**config.mk**
```make
export PLATFORM = sky130hd
export DESIGN_NAME = sysctl_top
export DESIGN_NICKNAME = d
export VERILOG_FILES = /design/src/common/sysctl_pkg.sv /design/src/common/wb_slave_if.sv /design/src/hw/sysctl_decoder.sv /design/src/hw/reset_gen.sv /design/src/hw/cycle_counter.sv /design/src/hw/sysctl_top.sv
export VERILOG_INCLUDE_DIRS = /design/src /design/src/common
export SDC_FILE = /design/constraint.sdc
export NUM_CORES = 1
export LEC_CHECK = 0
export BUFFER_PORTS_ARGS = -buffer_cell sky130_fd_sc_hd__buf_2
export CAP_MARGIN = 20
export CORE_MARGIN = 1
export CORE_UTILIZATION = 44
export CTS_BUF_LIST = sky130_fd_sc_hd__clkbuf_8
export DETAILED_ROUTE_END_ITERATION = 10
export PLACE_DENSITY_LB_ADDON = 0.1
export REMOVE_ABC_BUFFERS = 1
export SETUP_SLACK_MARGIN = 0.4
export SLEW_MARGIN = 20
export SYNTH_ARGS = -nofsm -noshare
export SYNTH_HDL_FRONTEND = slang
export SYNTH_HIERARCHICAL = 1
export SYNTH_SLANG_ARGS = --single-unit
```
**constraint.sdc**
```tcl
create_clock -name clk_i -period 1.47 [get_ports clk_i]
set_input_delay 0.294 -clock clk_i [delete_from_list [all_inputs] [get_ports clk_i]]
set_output_delay 0.294 -clock clk_i [all_outputs]
set_load 0.05 [all_outputs]
```
**src/common/sysctl_config.svh**
```systemverilog
`ifndef SYSCTL_CONFIG_SVH
`define SYSCTL_CONFIG_SVH

// --------------------
// bus geometry
// --------------------

// register bus data width
`define SYSCTL_DW 8

// --------------------
// reset generator
// --------------------

// stretched pulse length in clocks, two or more
`define SYSCTL_RESET_CYCLES 4

// value returned by the id register at address 1
`define SYSCTL_ID 8'hA5

`endif

```
**src/common/sysctl_pkg.sv**
```systemverilog
`default_nettype none

package sysctl_pkg;

   // --------------------
   // address map
   // --------------------

   // one register per address, four in total
   typedef enum logic [1:0] {
      // reset generator, write arms, read gives reset_o
      ADDR_RESET  = 2'd0,
      // read-only identification byte
      ADDR_ID     = 2'd1,
      // counter low byte, read also snapshots the high byte
      ADDR_CNT_LO = 2'd2,
      // counter high byte from the snapshot
      ADDR_CNT_HI = 2'd3
   } reg_addr_t;

   // --------------------
   // register layout
   // --------------------

   // arming bit on write, reset state on read
   localparam int RESET_BIT = 0;

   // free-running counter width
   // spans two bus bytes
   localparam int CNT_W = 16;

endpackage

`default_nettype wire

```
**src/common/wb_slave_if.sv**
```systemverilog
`timescale 1ns/1ps
`default_nettype none

`include "sysctl_config.svh"

// one slave port of the register bus
interface wb_slave_if #(
   parameter int DW = `SYSCTL_DW
);

   // strobe, already qualified by cyc and address
   logic          stb;
   logic          we;
   logic [DW-1:0] wdat;
   logic [DW-1:0] rdat;
   // one-cycle acknowledge from the slave
   logic          ack;

   // decoder side
   modport master (
      output stb,
      output we,
      output wdat,
      input  rdat,
      input  ack
   );

   // register block side
   modport slave (
      input  stb,
      input  we,
      input  wdat,
      output rdat,
      output ack
   );

endinterface

`default_nettype wire

```
**src/hw/sysctl_decoder.sv**
```systemverilog
`timescale 1ns/1ps
`default_nettype none

`include "sysctl_config.svh"

module sysctl_decoder (
   input  wire                    clk_i,
   input  wire                    rst_i,
   // bus from the master
   input  wire                    cyc_i,
   input  wire                    stb_i,
   input  wire                    we_i,
   input  sysctl_pkg::reg_addr_t  adr_i,
   input  wire [`SYSCTL_DW-1:0]   dat_i,
   output logic [`SYSCTL_DW-1:0]  dat_o,
   output logic                   ack_o,
   // register blocks
   wb_slave_if.master             rst_bus,
   wb_slave_if.master             cnt_bus,
   // high byte select for the counter
   output logic                   hi_sel_o
);

   import sysctl_pkg::*;

   logic      req;
   logic      id_stb;
   logic      id_ack;
   reg_addr_t sel_q;

   // qualified request from the master
   assign req = cyc_i && stb_i;

   // --------------------
   // strobe routing
   // --------------------

   assign rst_bus.stb = req && (adr_i == ADDR_RESET);
   // counter owns both byte addresses
   assign cnt_bus.stb = req && (adr_i == ADDR_CNT_LO || adr_i == ADDR_CNT_HI);
   assign id_stb      = req && (adr_i == ADDR_ID);

   // write enable and data go to every block
   assign rst_bus.we   = we_i;
   assign rst_bus.wdat = dat_i;
   assign cnt_bus.we   = we_i;
   assign cnt_bus.wdat = dat_i;

   // counter picks snapshot or low byte from this
   assign hi_sel_o = (adr_i == ADDR_CNT_HI);

   // --------------------
   // id register
   // --------------------

   // same ack rule as the blocks, one cycle after the strobe
   always_ff @(posedge clk_i) begin
      if (rst_i) begin
         id_ack <= 1'b0;
      end else begin
         id_ack <= id_stb && !id_ack;
      end
   end

   // --------------------
   // return path
   // --------------------

   // remember which register the pending access went to
   always_ff @(posedge clk_i) begin
      if (rst_i) begin
         sel_q <= ADDR_RESET;
      end else if (req) begin
         sel_q <= adr_i;
      end
   end

   // only one block can ack at a time
   assign ack_o = rst_bus.ack || cnt_bus.ack || id_ack;

   // read data steered by the stored address
   always_comb begin
      dat_o = '0;
      if (ack_o) begin
         case (sel_q)
            ADDR_RESET:  dat_o = rst_bus.rdat;
            ADDR_ID:     dat_o = `SYSCTL_ID;
            ADDR_CNT_LO,
            ADDR_CNT_HI: dat_o = cnt_bus.rdat;
            default:     dat_o = '0;
         endcase
      end
   end

endmodule

`default_nettype wire

```
**src/hw/reset_gen.sv**
```systemverilog
`timescale 1ns/1ps
`default_nettype none

`include "sysctl_config.svh"

module reset_gen (
   input  wire        clk_i,
   input  wire        rst_i,
   // register bus slave
   wb_slave_if.slave  bus,
   // external hold, active low
   input  wire        reset_ni,
   // stretched reset pulse
   output logic       reset_o
);

   import sysctl_pkg::*;

   localparam int N = `SYSCTL_RESET_CYCLES;

   logic         accept;
   logic         arm;
   logic         latch_q;
   logic [N-1:0] stages_q;

   // --------------------
   // bus handshake
   // --------------------

   // first cycle of a strobe, also the edge that raises ack
   assign accept = bus.stb && !bus.ack;

   always_ff @(posedge clk_i) begin
      if (rst_i) begin
         bus.ack <= 1'b0;
      end else begin
         bus.ack <= accept;
      end
   end

   // reset state in the arming bit, upper bits zero
   always_comb begin
      bus.rdat            = '0;
      bus.rdat[RESET_BIT] = reset_o;
   end

   // --------------------
   // reset latch
   // --------------------

   // write with the arming bit set
   assign arm = accept && bus.we && bus.wdat[RESET_BIT];

   // once set, only a high reset_ni releases it
   always_ff @(posedge clk_i) begin
      if (rst_i) begin
         latch_q <= 1'b0;
      end else if (latch_q) begin
         latch_q <= !reset_ni;
      end else begin
         latch_q <= arm;
      end
   end

   // --------------------
   // pulse stretcher
   // --------------------

   // latch shifted through N stages, output is their OR
   // registered, so reset_o rises two edges after the write
   always_ff @(posedge clk_i) begin
      if (rst_i) begin
         stages_q <= '0;
         reset_o  <= 1'b0;
      end else begin
         stages_q <= {stages_q[N-2:0], latch_q};
         reset_o  <= |stages_q;
      end
   end

endmodule

`default_nettype wire

```
**src/hw/cycle_counter.sv**
```systemverilog
`timescale 1ns/1ps
`default_nettype none

`include "sysctl_config.svh"

module cycle_counter (
   input  wire        clk_i,
   input  wire        rst_i,
   // register bus slave
   wb_slave_if.slave  bus,
   // high byte address selected
   input  wire        hi_sel_i
);

   import sysctl_pkg::*;

   localparam int DW  = `SYSCTL_DW;
   // width of the upper part held by the snapshot
   localparam int HIW = CNT_W - DW;

   logic             accept;
   logic             clr;
   logic             lo_rd;
   logic [CNT_W-1:0] count_q;
   logic [HIW-1:0]   snap_q;
   logic [DW-1:0]    rdat_q;

   // --------------------
   // bus handshake
   // --------------------

   // strobe seen for the first time
   assign accept = bus.stb && !bus.ack;

   always_ff @(posedge clk_i) begin
      if (rst_i) begin
         bus.ack <= 1'b0;
      end else begin
         bus.ack <= accept;
      end
   end

   // any write clears, either byte address
   assign clr   = accept && bus.we;
   // low byte read, triggers the snapshot
   assign lo_rd = accept && !bus.we && !hi_sel_i;

   // --------------------
   // counter
   // --------------------

   // free-running, wraps at 16 bits
   always_ff @(posedge clk_i) begin
      if (rst_i) begin
         count_q <= '0;
      end else if (clr) begin
         count_q <= '0;
      end else begin
         count_q <= count_q + 1'b1;
      end
   end

   // --------------------
   // snapshot and read data
   // --------------------

   // upper byte frozen with the low byte read
   // keeps the two halves of one value together
   always_ff @(posedge clk_i) begin
      if (rst_i) begin
         snap_q <= '0;
      end else if (lo_rd) begin
         snap_q <= count_q[CNT_W-1:DW];
      end
   end

   // read byte captured on the accepting edge
   // valid in the ack cycle
   always_ff @(posedge clk_i) begin
      if (accept) begin
         rdat_q <= hi_sel_i ? snap_q : count_q[DW-1:0];
      end
   end

   assign bus.rdat = rdat_q;

endmodule

`default_nettype wire

```
**src/hw/sysctl_top.sv**
```systemverilog
`timescale 1ns/1ps
`default_nettype none

`include "sysctl_config.svh"

module sysctl_top (
   input  wire                    clk_i,
   input  wire                    rst_i,
   // bus from the master
   input  wire                    cyc_i,
   input  wire                    stb_i,
   input  wire                    we_i,
   input  wire [1:0]              adr_i,
   input  wire [`SYSCTL_DW-1:0]   dat_i,
   output logic [`SYSCTL_DW-1:0]  dat_o,
   output logic                   ack_o,
   // external reset hold and generated reset
   input  wire                    reset_ni,
   output logic                   reset_o
);

   import sysctl_pkg::*;

   // counter high byte select
   logic hi_sel;

   // one bundle per register block
   wb_slave_if rst_bus ();
   wb_slave_if cnt_bus ();

   // --------------------
   // address decode
   // --------------------

   sysctl_decoder u_decoder (
      .clk_i    (clk_i),
      .rst_i    (rst_i),
      .cyc_i    (cyc_i),
      .stb_i    (stb_i),
      .we_i     (we_i),
      .adr_i    (reg_addr_t'(adr_i)),
      .dat_i    (dat_i),
      .dat_o    (dat_o),
      .ack_o    (ack_o),
      .rst_bus  (rst_bus.master),
      .cnt_bus  (cnt_bus.master),
      .hi_sel_o (hi_sel)
   );

   // --------------------
   // register blocks
   // --------------------

   reset_gen u_reset_gen (
      .clk_i    (clk_i),
      .rst_i    (rst_i),
      .bus      (rst_bus.slave),
      .reset_ni (reset_ni),
      .reset_o  (reset_o)
   );

   cycle_counter u_cycle_counter (
      .clk_i    (clk_i),
      .rst_i    (rst_i),
      .bus      (cnt_bus.slave),
      .hi_sel_i (hi_sel)
   );

endmodule

`default_nettype wire

```
Word level (Yosys, flattened, before mapping) --
Cells that the tools add are included.
Word-level totals: bits in registers 43, bits of input ports 16, output and inout port bits 10, logic and storage cells 47
Operators by class: $add $sub $neg 1, equal/unequal tests 6, multiplexer cells 4, reductions and logical operators 26
Operators with widths (count):
- $pmux 8 s3 | 1
- $add 16x1->16 const B | 1
- $mux 8 | 2
- $logic_and 1x1->1 | 12
- $eq 2x2->1 const B | 4
- $logic_not 1->1 | 6
- $eq 2x1->1 const B | 2
- $logic_not 2->1 | 2
- $reduce_or 2->1 | 2
- $reduce_or 4->1 | 1
- $logic_or 1x1->1 | 3
- $mux 1 | 1

Depth between registers and ports, before layout --
Gate-level depths: netlist of the first run.
depth after elaboration 6, mapped depth 6, gate-level depth less buffers 5

Modules after synthesis --
Netlist of the first run, hierarchy kept.
Modules (own cells, without submodules):
- cycle_counter | instances 1, cells an instance 133, area an instance 1355.0 um^2, sequential area each 740.7 um^2
- sysctl_decoder | instances 1, cells an instance 59, area an instance 420.4 um^2, sequential area each 60.1 um^2
- reset_gen | instances 1, cells an instance 26, area an instance 282.8 um^2, sequential area each 140.1 um^2

Least setup slack after synthesis of the first run --
Ideal clock, no wire load.
path kind flip-flop to output port, from register u_reset_gen.reset_o, to output dat_o[0], data arrival time 1.887 ns, data required time 1.176 ns, path slack -0.711 ns, cell stages (with the launch flop) 4, path buffers 1, path through dfxtp_1 > buf_4 > nor3_1 > nor3_1
Between the ends: longest elaborated chain between the ends 2
RTL lines:
- start: declaration | RTL line reset_gen.sv:14 | output logic reset_o
- start signal: assignment | RTL line reset_gen.sv:77 | reset_o <= |stages_q;
- $pmux 8 s3 | RTL line sysctl_decoder.sv:85 | case (sel_q)
- $mux 8 | RTL line sysctl_decoder.sv:84 | if (ack_o) begin
- end: declaration | RTL line sysctl_top.sv:15 | output logic [`SYSCTL_DW-1:0] dat_o,
No other way between the ends.

Worst setup path after layout of the first run --
from register u_decoder.id_ack, to output dat_o[5]
Between the ends: longest elaborated chain between the ends 2
RTL lines:
- start: declaration | RTL line sysctl_decoder.sv:28 | logic id_ack;
- start signal: assignment | RTL line sysctl_decoder.sv:61 | id_ack <= id_stb && !id_ack;
- $logic_or 1x1->1 | RTL line sysctl_decoder.sv:79 | assign ack_o = rst_bus.ack || cnt_bus.ack || id_ack;
- $mux 8 | RTL line sysctl_decoder.sv:84
No other way between the ends.

==> results of run 1 <==
-- metrics by stage --
step / utilization (%) / cells / area (um2) / total power, W
finish: 67.56 / 297 / 2780 / 0.002207
CTS: 61.48 / 291 / 2530 / 0.002169
global route: 67.56 / 297 / 2780 / 0.002313
floorplan: - / 193 / 1863 / 0.001363
global placement: 51.54 / 275 / 2121 / 0.001437
detailed placement: 51.54 / 275 / 2121 / 0.001440
-- per-layer routing --
metal	vias up	wire [um]
li1	765	-
met1	763	1874
met2	32	2307
met3	6	131
met4	0	45
met5	-	0
-- path summary, 6_finish.rpt --
path	slack (ps)	startpoint	to
max reg2reg	210	u_cycle_counter/count_q[0]	u_cycle_counter/count_q[8]
min reg2reg	450	u_decoder/id_ack	u_decoder/id_ack
min	260	adr_i[0]	u_decoder/id_ack
max	-70	u_decoder/id_ack	dat_o[5]
-- placed cells by master (no fill, tap or decap), types with 8 or more instances in the layout --
master,n
dfxtp_4,8
a21oi_2,11
buf_6,21
buf_2,8
edfxtp_1,8
dfxtp_1,16
nand2_2,17
nor2_1,16
nor3_4,8
buf_4,14
dfxtp_2,11
-- worst max-delay path, cell delays in order, from the launching register on --
cell and delay, ps:
dfxtp_2 340, nor3_4 240, buf_6 170, nor3_4 50, buf_6 150
-- report_power, final --
part           total [W]  switching, W  internal, W
combinational   0.000282      0.000149     0.000133
clock           0.000695      0.000375     0.000319
sequential       0.00123     0.0000234      0.00121
-- area by class of cell --
cell class                 count  area [um2]  area share (%)
clock inverter                 3       12.51          0.4500
tap                           50       62.56           2.250
clock buffer                   5       68.82           2.475
multi-input combinational    145        1225           44.06
sequential                    43       984.7           35.42
timing repair buffer          45       404.1           14.54
inverter                       6       22.52          0.8101
-- repair_timing --
action	in CTS	in global routing
endpoints found under the setup margin	34	50
pin swaps	21	33
setup buffers	8	3
resized for setup	74	58
gates cloned	0	3
-- flip-flops by register name (all words and copies together), names as in the netlist --
| register | flops |
|---|---|
| u_decoder/sel_q | 2 |
| u_reset_gen/reset_o | 1 |
| u_reset_gen/latch_q | 1 |
| u_decoder/id_ack | 1 |
| u_reset_gen/stages_q | 4 |
| u_cycle_counter/bus.rdat | 8 |
| u_cycle_counter/count_q | 16 |
| u_reset_gen/bus.ack | 1 |
| u_cycle_counter/bus.ack | 1 |
| u_cycle_counter/snap_q | 8 |
==> key figures, run 1 <==
Yosys
  – Netlist Area Pre-Place: between 1500 and 2000 um2
  – Mapped Cells: 203
  – Avg Inst Size Synth: ~9.6 um2
  – Synthesis Warnings: 6

Placement
  – IO buf count: 18
  – Place WS: -14.36 ps
  – Routability cong.: 0.8086
  – Detailed placement HPWL: 2593 um

Timing
  – FMAX: roughly 650 MHz
  – Max Slew Vio Count: 0
  – Clock skew: ~6.3 ps
  – Period utilisation layout: 105.1%
  – Setup_tns: -543.5 ps
  – Fin. Hold Viols: 0
  – RSZ-0062 raised after global routing: true
  – Tmin final: 1544 ps
  – Worst Slack Setup Final: -74.35 ps
  – Final hold slack: 263.1 ps
  – Final setup fails: 9

Cells and area
  – Diode count: 0
  – Fill count: 293
  – P&R area growth vs syn: 42.89%
  – Layout cell share with drive strength beyond 1: a little under three fifths
  – Nets: approximately 260

Die
  – DIE WIDTH: 68.50 um
  – Core Area: about 4000 um2
  – Initial cell density of the core: a little under half
  – FP Rows: 23
  – Die span in y: 68.50 um
  – Top-level port count: 26
  – Overall die area: around 4700 um2

GRT
  – Grt met2 use: between 30% and 40%
  – Number of global-route vias before repair: approximately 1,400
  – Global route hottest layer: met2
  – Initial antenna violation count: 0
  – Met3 Use GR: 4.934%
  – Total track usage: between 10% and 20%
  – Grt ovf: 0
  – First-pass GRT wire length: 6051 um
  – Pin count of the biggest net entering global routing: 18
  – Grt met1 use: between 20% and 30%

Detailed routing
  – DRC viols: 0
  – Via density: 5.273
  – Iteration-0 DRC Markers: 36
  – Number of routed nets with antenna violations: 0
  – Vias: 1,566
  – WL final: 4359 um
  – DRT Pass-1 Iters: 4
  – WL/cell: between 10 and 15 um

Clocking
  – CTS tree: done
  – Skew-Pair Late Insertion Delay: 290 ps
  – CTS clk-pin slew, worst paths: ~80 ps
  – Number of CTS-inserted buffers: 5
  – Sink Count: 43
  – Clock root cell: clkbuf_8
  – H-tree levels: 2
  – Clk buf depth: 2
  – Hold_buf cts: 0

Worst setup path
  – Setup crit end kind: output port
  – Startpoint class of the critical path: flop
  – Kind of critical path: reg2out
  – CP max FO: 5
  – Worst Path Required: 1180 ps
  – Worst path arrival time: 1250 ps
  – R2R depth: 6

Flow run
  – Max-Cap Viols: 0

Min path
  – Hold path cells: 3
  – HP Class: in2reg

Status
  – Status: finished, violations left
  – Violated checks: negative setup slack

Pwr
  – Lkg Pwr: 1.140 nW
  – Power per cell area: 793.8 nW/um2
  – Peak supply drop: 0.0005099 V
(Power assumes the default switching activity.)
==> inputs of run 2 (changes only) <==
--- a/constraint.sdc
+++ b/constraint.sdc
@@ -3,2 +3,2 @@
 set_output_delay 0.294 -clock clk_i [all_outputs]
-set_load 0.05 [all_outputs]
+set_load 0.02 [all_outputs]
==> run 2 against run 1 <==
- final area is 1.9% lower
- critical endpoint is now dat_o[2]
- non-clock buffer count increased by 13
- first-iteration DRC count increased by 39%
- power shrank 3.1%
- register-to-register slack got worse by 30 ps
- clock power decreased by 2%
- die area unchanged
- via count rose by 1.3%
- hold slack gained 21 ps
- routed wire length grew 1.1%
- the run now ends clean
- sequential power hardly changed
==> key figures, run 2 (synthesis gave the netlist of run 1 again) <==
Status
  – Status: completed

Clocking
  – Number of CTS-inserted buffers: 5
  – CTS clk-pin slew, worst paths: 70 ps
  – Skew-Pair Late Insertion Delay: 290 ps
  – CTS tree: done
  – Clock root cell: clkbuf_8
  – H-tree levels: 2
  – Clk buf depth: 2
  – Sink Count: 43

Timing
  – RSZ-0062 raised after global routing: true
  – Period utilisation layout: ~99%
  – FMAX: about 690 MHz
  – Final hold slack: between 200 and 300 ps
  – Tmin final: ~1500 ps
  – Max Slew Vio Count: 0
  – Clock skew: 2.093 ps
  – Fin. Hold Viols: 0
  – Final setup fails: 0

Cells and area
  – Non-Filler Instances: 309
  – Design Area, Final: 2726 um2
  – Most frequent cells in the layout: buf_4 (32), nand2_1 (23), buf_6 (17), dfxtp_1 (16), nor2_1 (15)
  – Commonest non-fill, non-tap cell in the layout: buf_4
  – Diode count: 0
  – Layout cell share with drive strength beyond 1: 48.26%
  – P&R area growth vs syn: 40.13%
  – Register with the most flip-flops: u_cycle_counter/count_q
  – Max reg flops: 16
  – Fill count: 322
  – Nets: around 280

Pwr
  – Peak supply drop: roughly 0.0005 V
  – Power per cell area: 784.5 nW/um2
  – Reg power frac: 57.2%
  – Net Switching: 0.0004973 W
  – PnR Total Power: 0.002139 W
  – Clock share of power: 32.0%
  – Lkg Pwr: 1.175 nW
  – Internal power: 0.001642 W
  – Sw Ratio: a little under a quarter
  – Comb power frac: 10.8%

Die
  – DIE WIDTH: around 70 um
  – Top-level port count: 26
  – Initial cell density of the core: 47.28%
  – Overall die area: about 4700 um2
  – Core Area: 4115 um2
  – FP Rows: 23
  – Die span in y: 68.50 um

Placement
  – Routability cong.: between 0.8 and 0.9
  – Placed Area: 2128 um2
  – Detailed placement HPWL: ~2600 um
  – IO buf count: 18
  – Placed Instances: 276

GRT
  – Number of global-route vias before repair: 1,456
  – Pin count of the biggest net entering global routing: 18
  – Grt ovf: 0
  – First-pass GRT wire length: 6644 um
  – Total track usage: about a fifth
  – Initial antenna violation count: 0

Detailed routing
  – Number of routed nets with antenna violations: 0
  – Iteration-0 DRC Markers: 50
  – DRC viols: 0
  – WL final: around 4400 um
  – Via density: 5.133
  – DRT Pass-1 Iters: 4
  – Vias: 1,586
  – WL/cell: ~14 um

Worst setup path
  – Worst path arrival time: ~1200 ps
  – Startpoint class of the critical path: flop
  – Setup crit end kind: output port
  – CP max FO: 9
  – Kind of critical path: reg2out
  – Worst Path Required: 1180 ps

Flow run
  – Max-Cap Viols: 0

Min path
  – HP Class: in2reg
==> run 2: changes by cell type in the layout (fill, tap and decap cells not counted), moves of 3 or more <==
cell and change:
buf_4 +18, nand2_1 +16, nand2_2 -16, a21oi_1 +9, a21oi_2 -9, nor3_4 -5
buf_6 -4, nor3_2 +3
==> run 2: final cells by class <==
type	count	area (um2)	share of cell area (%)
inverters	6	22.52	0.8261
multi-input cells	144	1097	40.25
repair buffers	58	479.2	17.58
flip-flops and latches	43	984.7	36.12
clock inverters	3	11.26	0.4130
well taps	50	62.56	2.295
clock buffers	5	68.82	2.524
==> run 2: worst max-delay path: stages (launching register included) <==
cell,delay [ps]
dfxtp_2,320
nor3_2,180
buf_6,170
nor3_2,50
buf_4,150
==> run 2: power by group through the flow <==
stage / combinational, W / clock [W] / sequential [W]
after floorplan: 0.0000841 / 0 / 0.00126
after global placement: 0.000160 / 0 / 0.00126
after detailed placement: 0.000163 / 0 / 0.00126
after CTS: 0.000207 / 0.000711 / 0.00122
after global routing: 0.000249 / 0.000761 / 0.00123
final: 0.000230 / 0.000684 / 0.00122
==> run 2: metal layers <==
layer  up-vias  track usage [%]  wire length [um]
li1        790                -                 -
met1       763            21.88              1908
met2        29            35.78              2319
met3         4            5.592               141
met4         0            6.771                37
met5         -                0                 0
==> run 2: final timing paths <==
path	from	end	slack [ps]	depth (start not counted)
setup reg to reg	u_cycle_counter/count_q[0]	u_cycle_counter/count_q[9]	180	7
hold / removal	adr_i[1]	u_decoder/id_ack	280	3
setup / recovery	u_cycle_counter/bus.ack	dat_o[2]	10	4
hold reg to reg	u_decoder/id_ack	u_decoder/id_ack	430	1
==> run 2: metrics by stage <==
stage / TNS (ps) / worst slack, ps / util [%]
detailed placement: -311.6 / -43.68 / 51.72
floorplan: 0 / 122.6 / -
global route: -404.3 / -57.36 / 66.25
CTS: -19.81 / -5.519 / 63.33
global placement: 0 / 31.42 / 51.72
finish: 0 / 11.72 / 66.25
==> run 2: timing repair <==
item	in CTS	in global routing
buffers inserted	19	5
endpoints found under the setup margin	35	49
cloned	0	1
hold buffers	0	0
resized for setup	71	22
pin swaps	29	17
==> inputs of run 3 (changes only) <==
- CORE_ASPECT_RATIO: unset -> 1.5
==> run 3 against run 2 <==
- the flow now finishes with violations (negative setup slack)
- first-iteration DRC count increased by 28%
- sequential share of layout area down 1.5 points
- final cell count shrank 2.3%
- non-clock buffer count shrank 2
- critical path depth stayed put
- register-to-register slack is essentially flat
- via count grew 0.57%
- critical path type unchanged
- largest cell class unchanged
- highest routed layer unchanged
==> key figures, run 3 (synthesis gave the netlist of run 1 again) <==
Placement
  – Routability cong.: between 0.7 and 0.8
  – IO buf count: 18
  – Placed Area: 2108 um2
  – Detailed placement HPWL: 2814 um

Cells and area
  – Layout cell share with drive strength beyond 1: a little under three fifths
  – Most frequent cells in the layout: buf_6 (23), buf_4 (21), nor2_1 (16), dfxtp_1 (16)
  – Max reg flops: 16
  – Nets: 273
  – Register with the most flip-flops: u_cycle_counter/count_q
  – Diode count: 0
  – P&R area growth vs syn: 46.62%
  – Fin util: 67.20%
  – Design Area, Final: 2853 um2
  – Commonest non-fill, non-tap cell in the layout: buf_6
  – Fill count: 300

Detailed routing
  – Iteration-0 DRC Markers: 64
  – Number of routed nets with antenna violations: 0
  – WL final: 4856 um
  – DRT Pass-1 Iters: 4
  – DRC viols: 0
  – Vias: ~1,600
  – WL/cell: 16.08 um
  – Via density: 5.281

Min path
  – HP Class: in2reg

GRT
  – Total track usage: 20.39%
  – First-pass GRT wire length: around 7500 um
  – Pin count of the biggest net entering global routing: 18
  – Initial antenna violation count: 0
  – Number of global-route vias before repair: between 1,500 and 2,000
  – Grt ovf: 0

Status
  – Status: finished, violations left
  – Violated checks: negative setup slack

Timing
  – Max Slew Vio Count: 0
  – Worst Slack Setup Final: -29.13 ps
  – Period utilisation layout: 102.0%
  – FMAX: 667.1 MHz
  – Setup_tns: -121.8 ps
  – Final setup fails: 7
  – Fin. Hold Viols: 0
  – Tmin final: between 1000 and 1500 ps
  – RSZ-0062 raised after global routing: true
  – Clock skew: about 3.8 ps

Pwr
  – Comb power frac: around an eighth
  – Lkg Pwr: roughly 1.2 nW
  – Internal power: around 0.0016 W
  – Clock share of power: 30.9%
  – Power per cell area: approximately 750 nW/um2
  – PnR Total Power: 0.002145 W
  – Net Switching: 0.0004973 W
  – Reg power frac: 57.2%
  – Peak supply drop: approximately 0.00089 V
  – Sw Ratio: 23.19%

Worst setup path
  – Worst Path Required: 1180 ps
  – Kind of critical path: reg2out
  – Setup crit end kind: output port
  – Startpoint class of the critical path: flop
  – Worst path arrival time: 1210 ps
  – Register-to-register path setup slack: roughly 190 ps
  – CP max FO: 5

Die
  – Die span in y: 83.44 um
  – FP Rows: 29
  – DIE WIDTH: 56.30 um
  – Top-level port count: 26
  – Core Area: around 4200 um2
  – Initial cell density of the core: approximately 46%
  – Overall die area: between 4000 and 5000 um2

Clocking
  – CTS clk-pin slew, worst paths: 70 ps
  – Number of CTS-inserted buffers: 5
  – Hold_buf cts: 0
  – Clock root cell: clkbuf_8
  – CTS tree: done
  – Clk buf depth: 2
  – Sink Count: 43
  – Skew-Pair Late Insertion Delay: 280 ps
  – H-tree levels: 2

Flow run
  – Max-Cap Viols: 0
## run 3: cell types whose count changed in the layout (fill, tap and decap cells not counted), sizes merged
cell	previous run	this run
buf	57	56
clkbuf	6	5
inv	9	8
## run 3: layout make-up
cell class / instances / area (um2) / area share, %
clock buffer: 5 / 68.82 / 2.412
tap: 46 / 57.56 / 2.018
timing repair buffer: 56 / 476.7 / 16.71
sequential: 43 / 987.2 / 34.61
inverter: 6 / 22.52 / 0.7895
multi-input combinational: 144 / 1232 / 43.20
clock inverter: 2 / 7.507 / 0.2632
## run 3: path summary, 6_finish.rpt
check,depth (start not counted),from,endpoint
setup reg to reg,6,u_cycle_counter/count_q[1],u_cycle_counter/count_q[8]
setup / recovery,4,u_decoder/id_ack,dat_o[5]
hold / removal,2,adr_i[1],u_decoder/id_ack
hold reg to reg,1,u_decoder/id_ack,u_decoder/id_ack
## run 3: worst max-delay path, stage by stage (launching register included)
cell and delay [ps]:
dfxtp_2 340, nor3_4 220, buf_6 160, nor3_2 50, buf_4 160
## run 3: what timing repair did
action,CTS,global route
cloned,2,0
pin swaps,31,24
resized for setup,81,51
setup endpoints to repair,35,35
buffers inserted,13,10
## run 3: layer usage
layer	wire [um]	GRT usage [%]	vias to the layer above
met5	0	0	-
met4	82	7.982	0
met3	116	3.738	6
met2	2888	40.80	27
met1	1769	19.54	778
li1	-	-	784
## run 3: metrics by stage
stage / setup WS [ps] / hold slack [ps] / std cells
final: -29.13 / 216.0 / 302
after floorplan: 122.6 / 363.1 / 193
after global placement: 8.709 / 430.1 / 270
after global routing: -94.41 / 210.0 / 302
after detailed placement: -28.52 / 436.8 / 270
after CTS: -58.64 / 213.1 / 292
## run 3: power groups by stage
stage	clock network (W)	registers, W	logic, W
2_1_floorplan	0	0.00126	0.0000841
3_3_place_gp	0	0.00126	0.000156
3_5_place_dp	0	0.00126	0.000161
4_1_cts	0.000680	0.00123	0.000206
5_1_grt	0.000732	0.00123	0.000275
6_report	0.000662	0.00123	0.000255
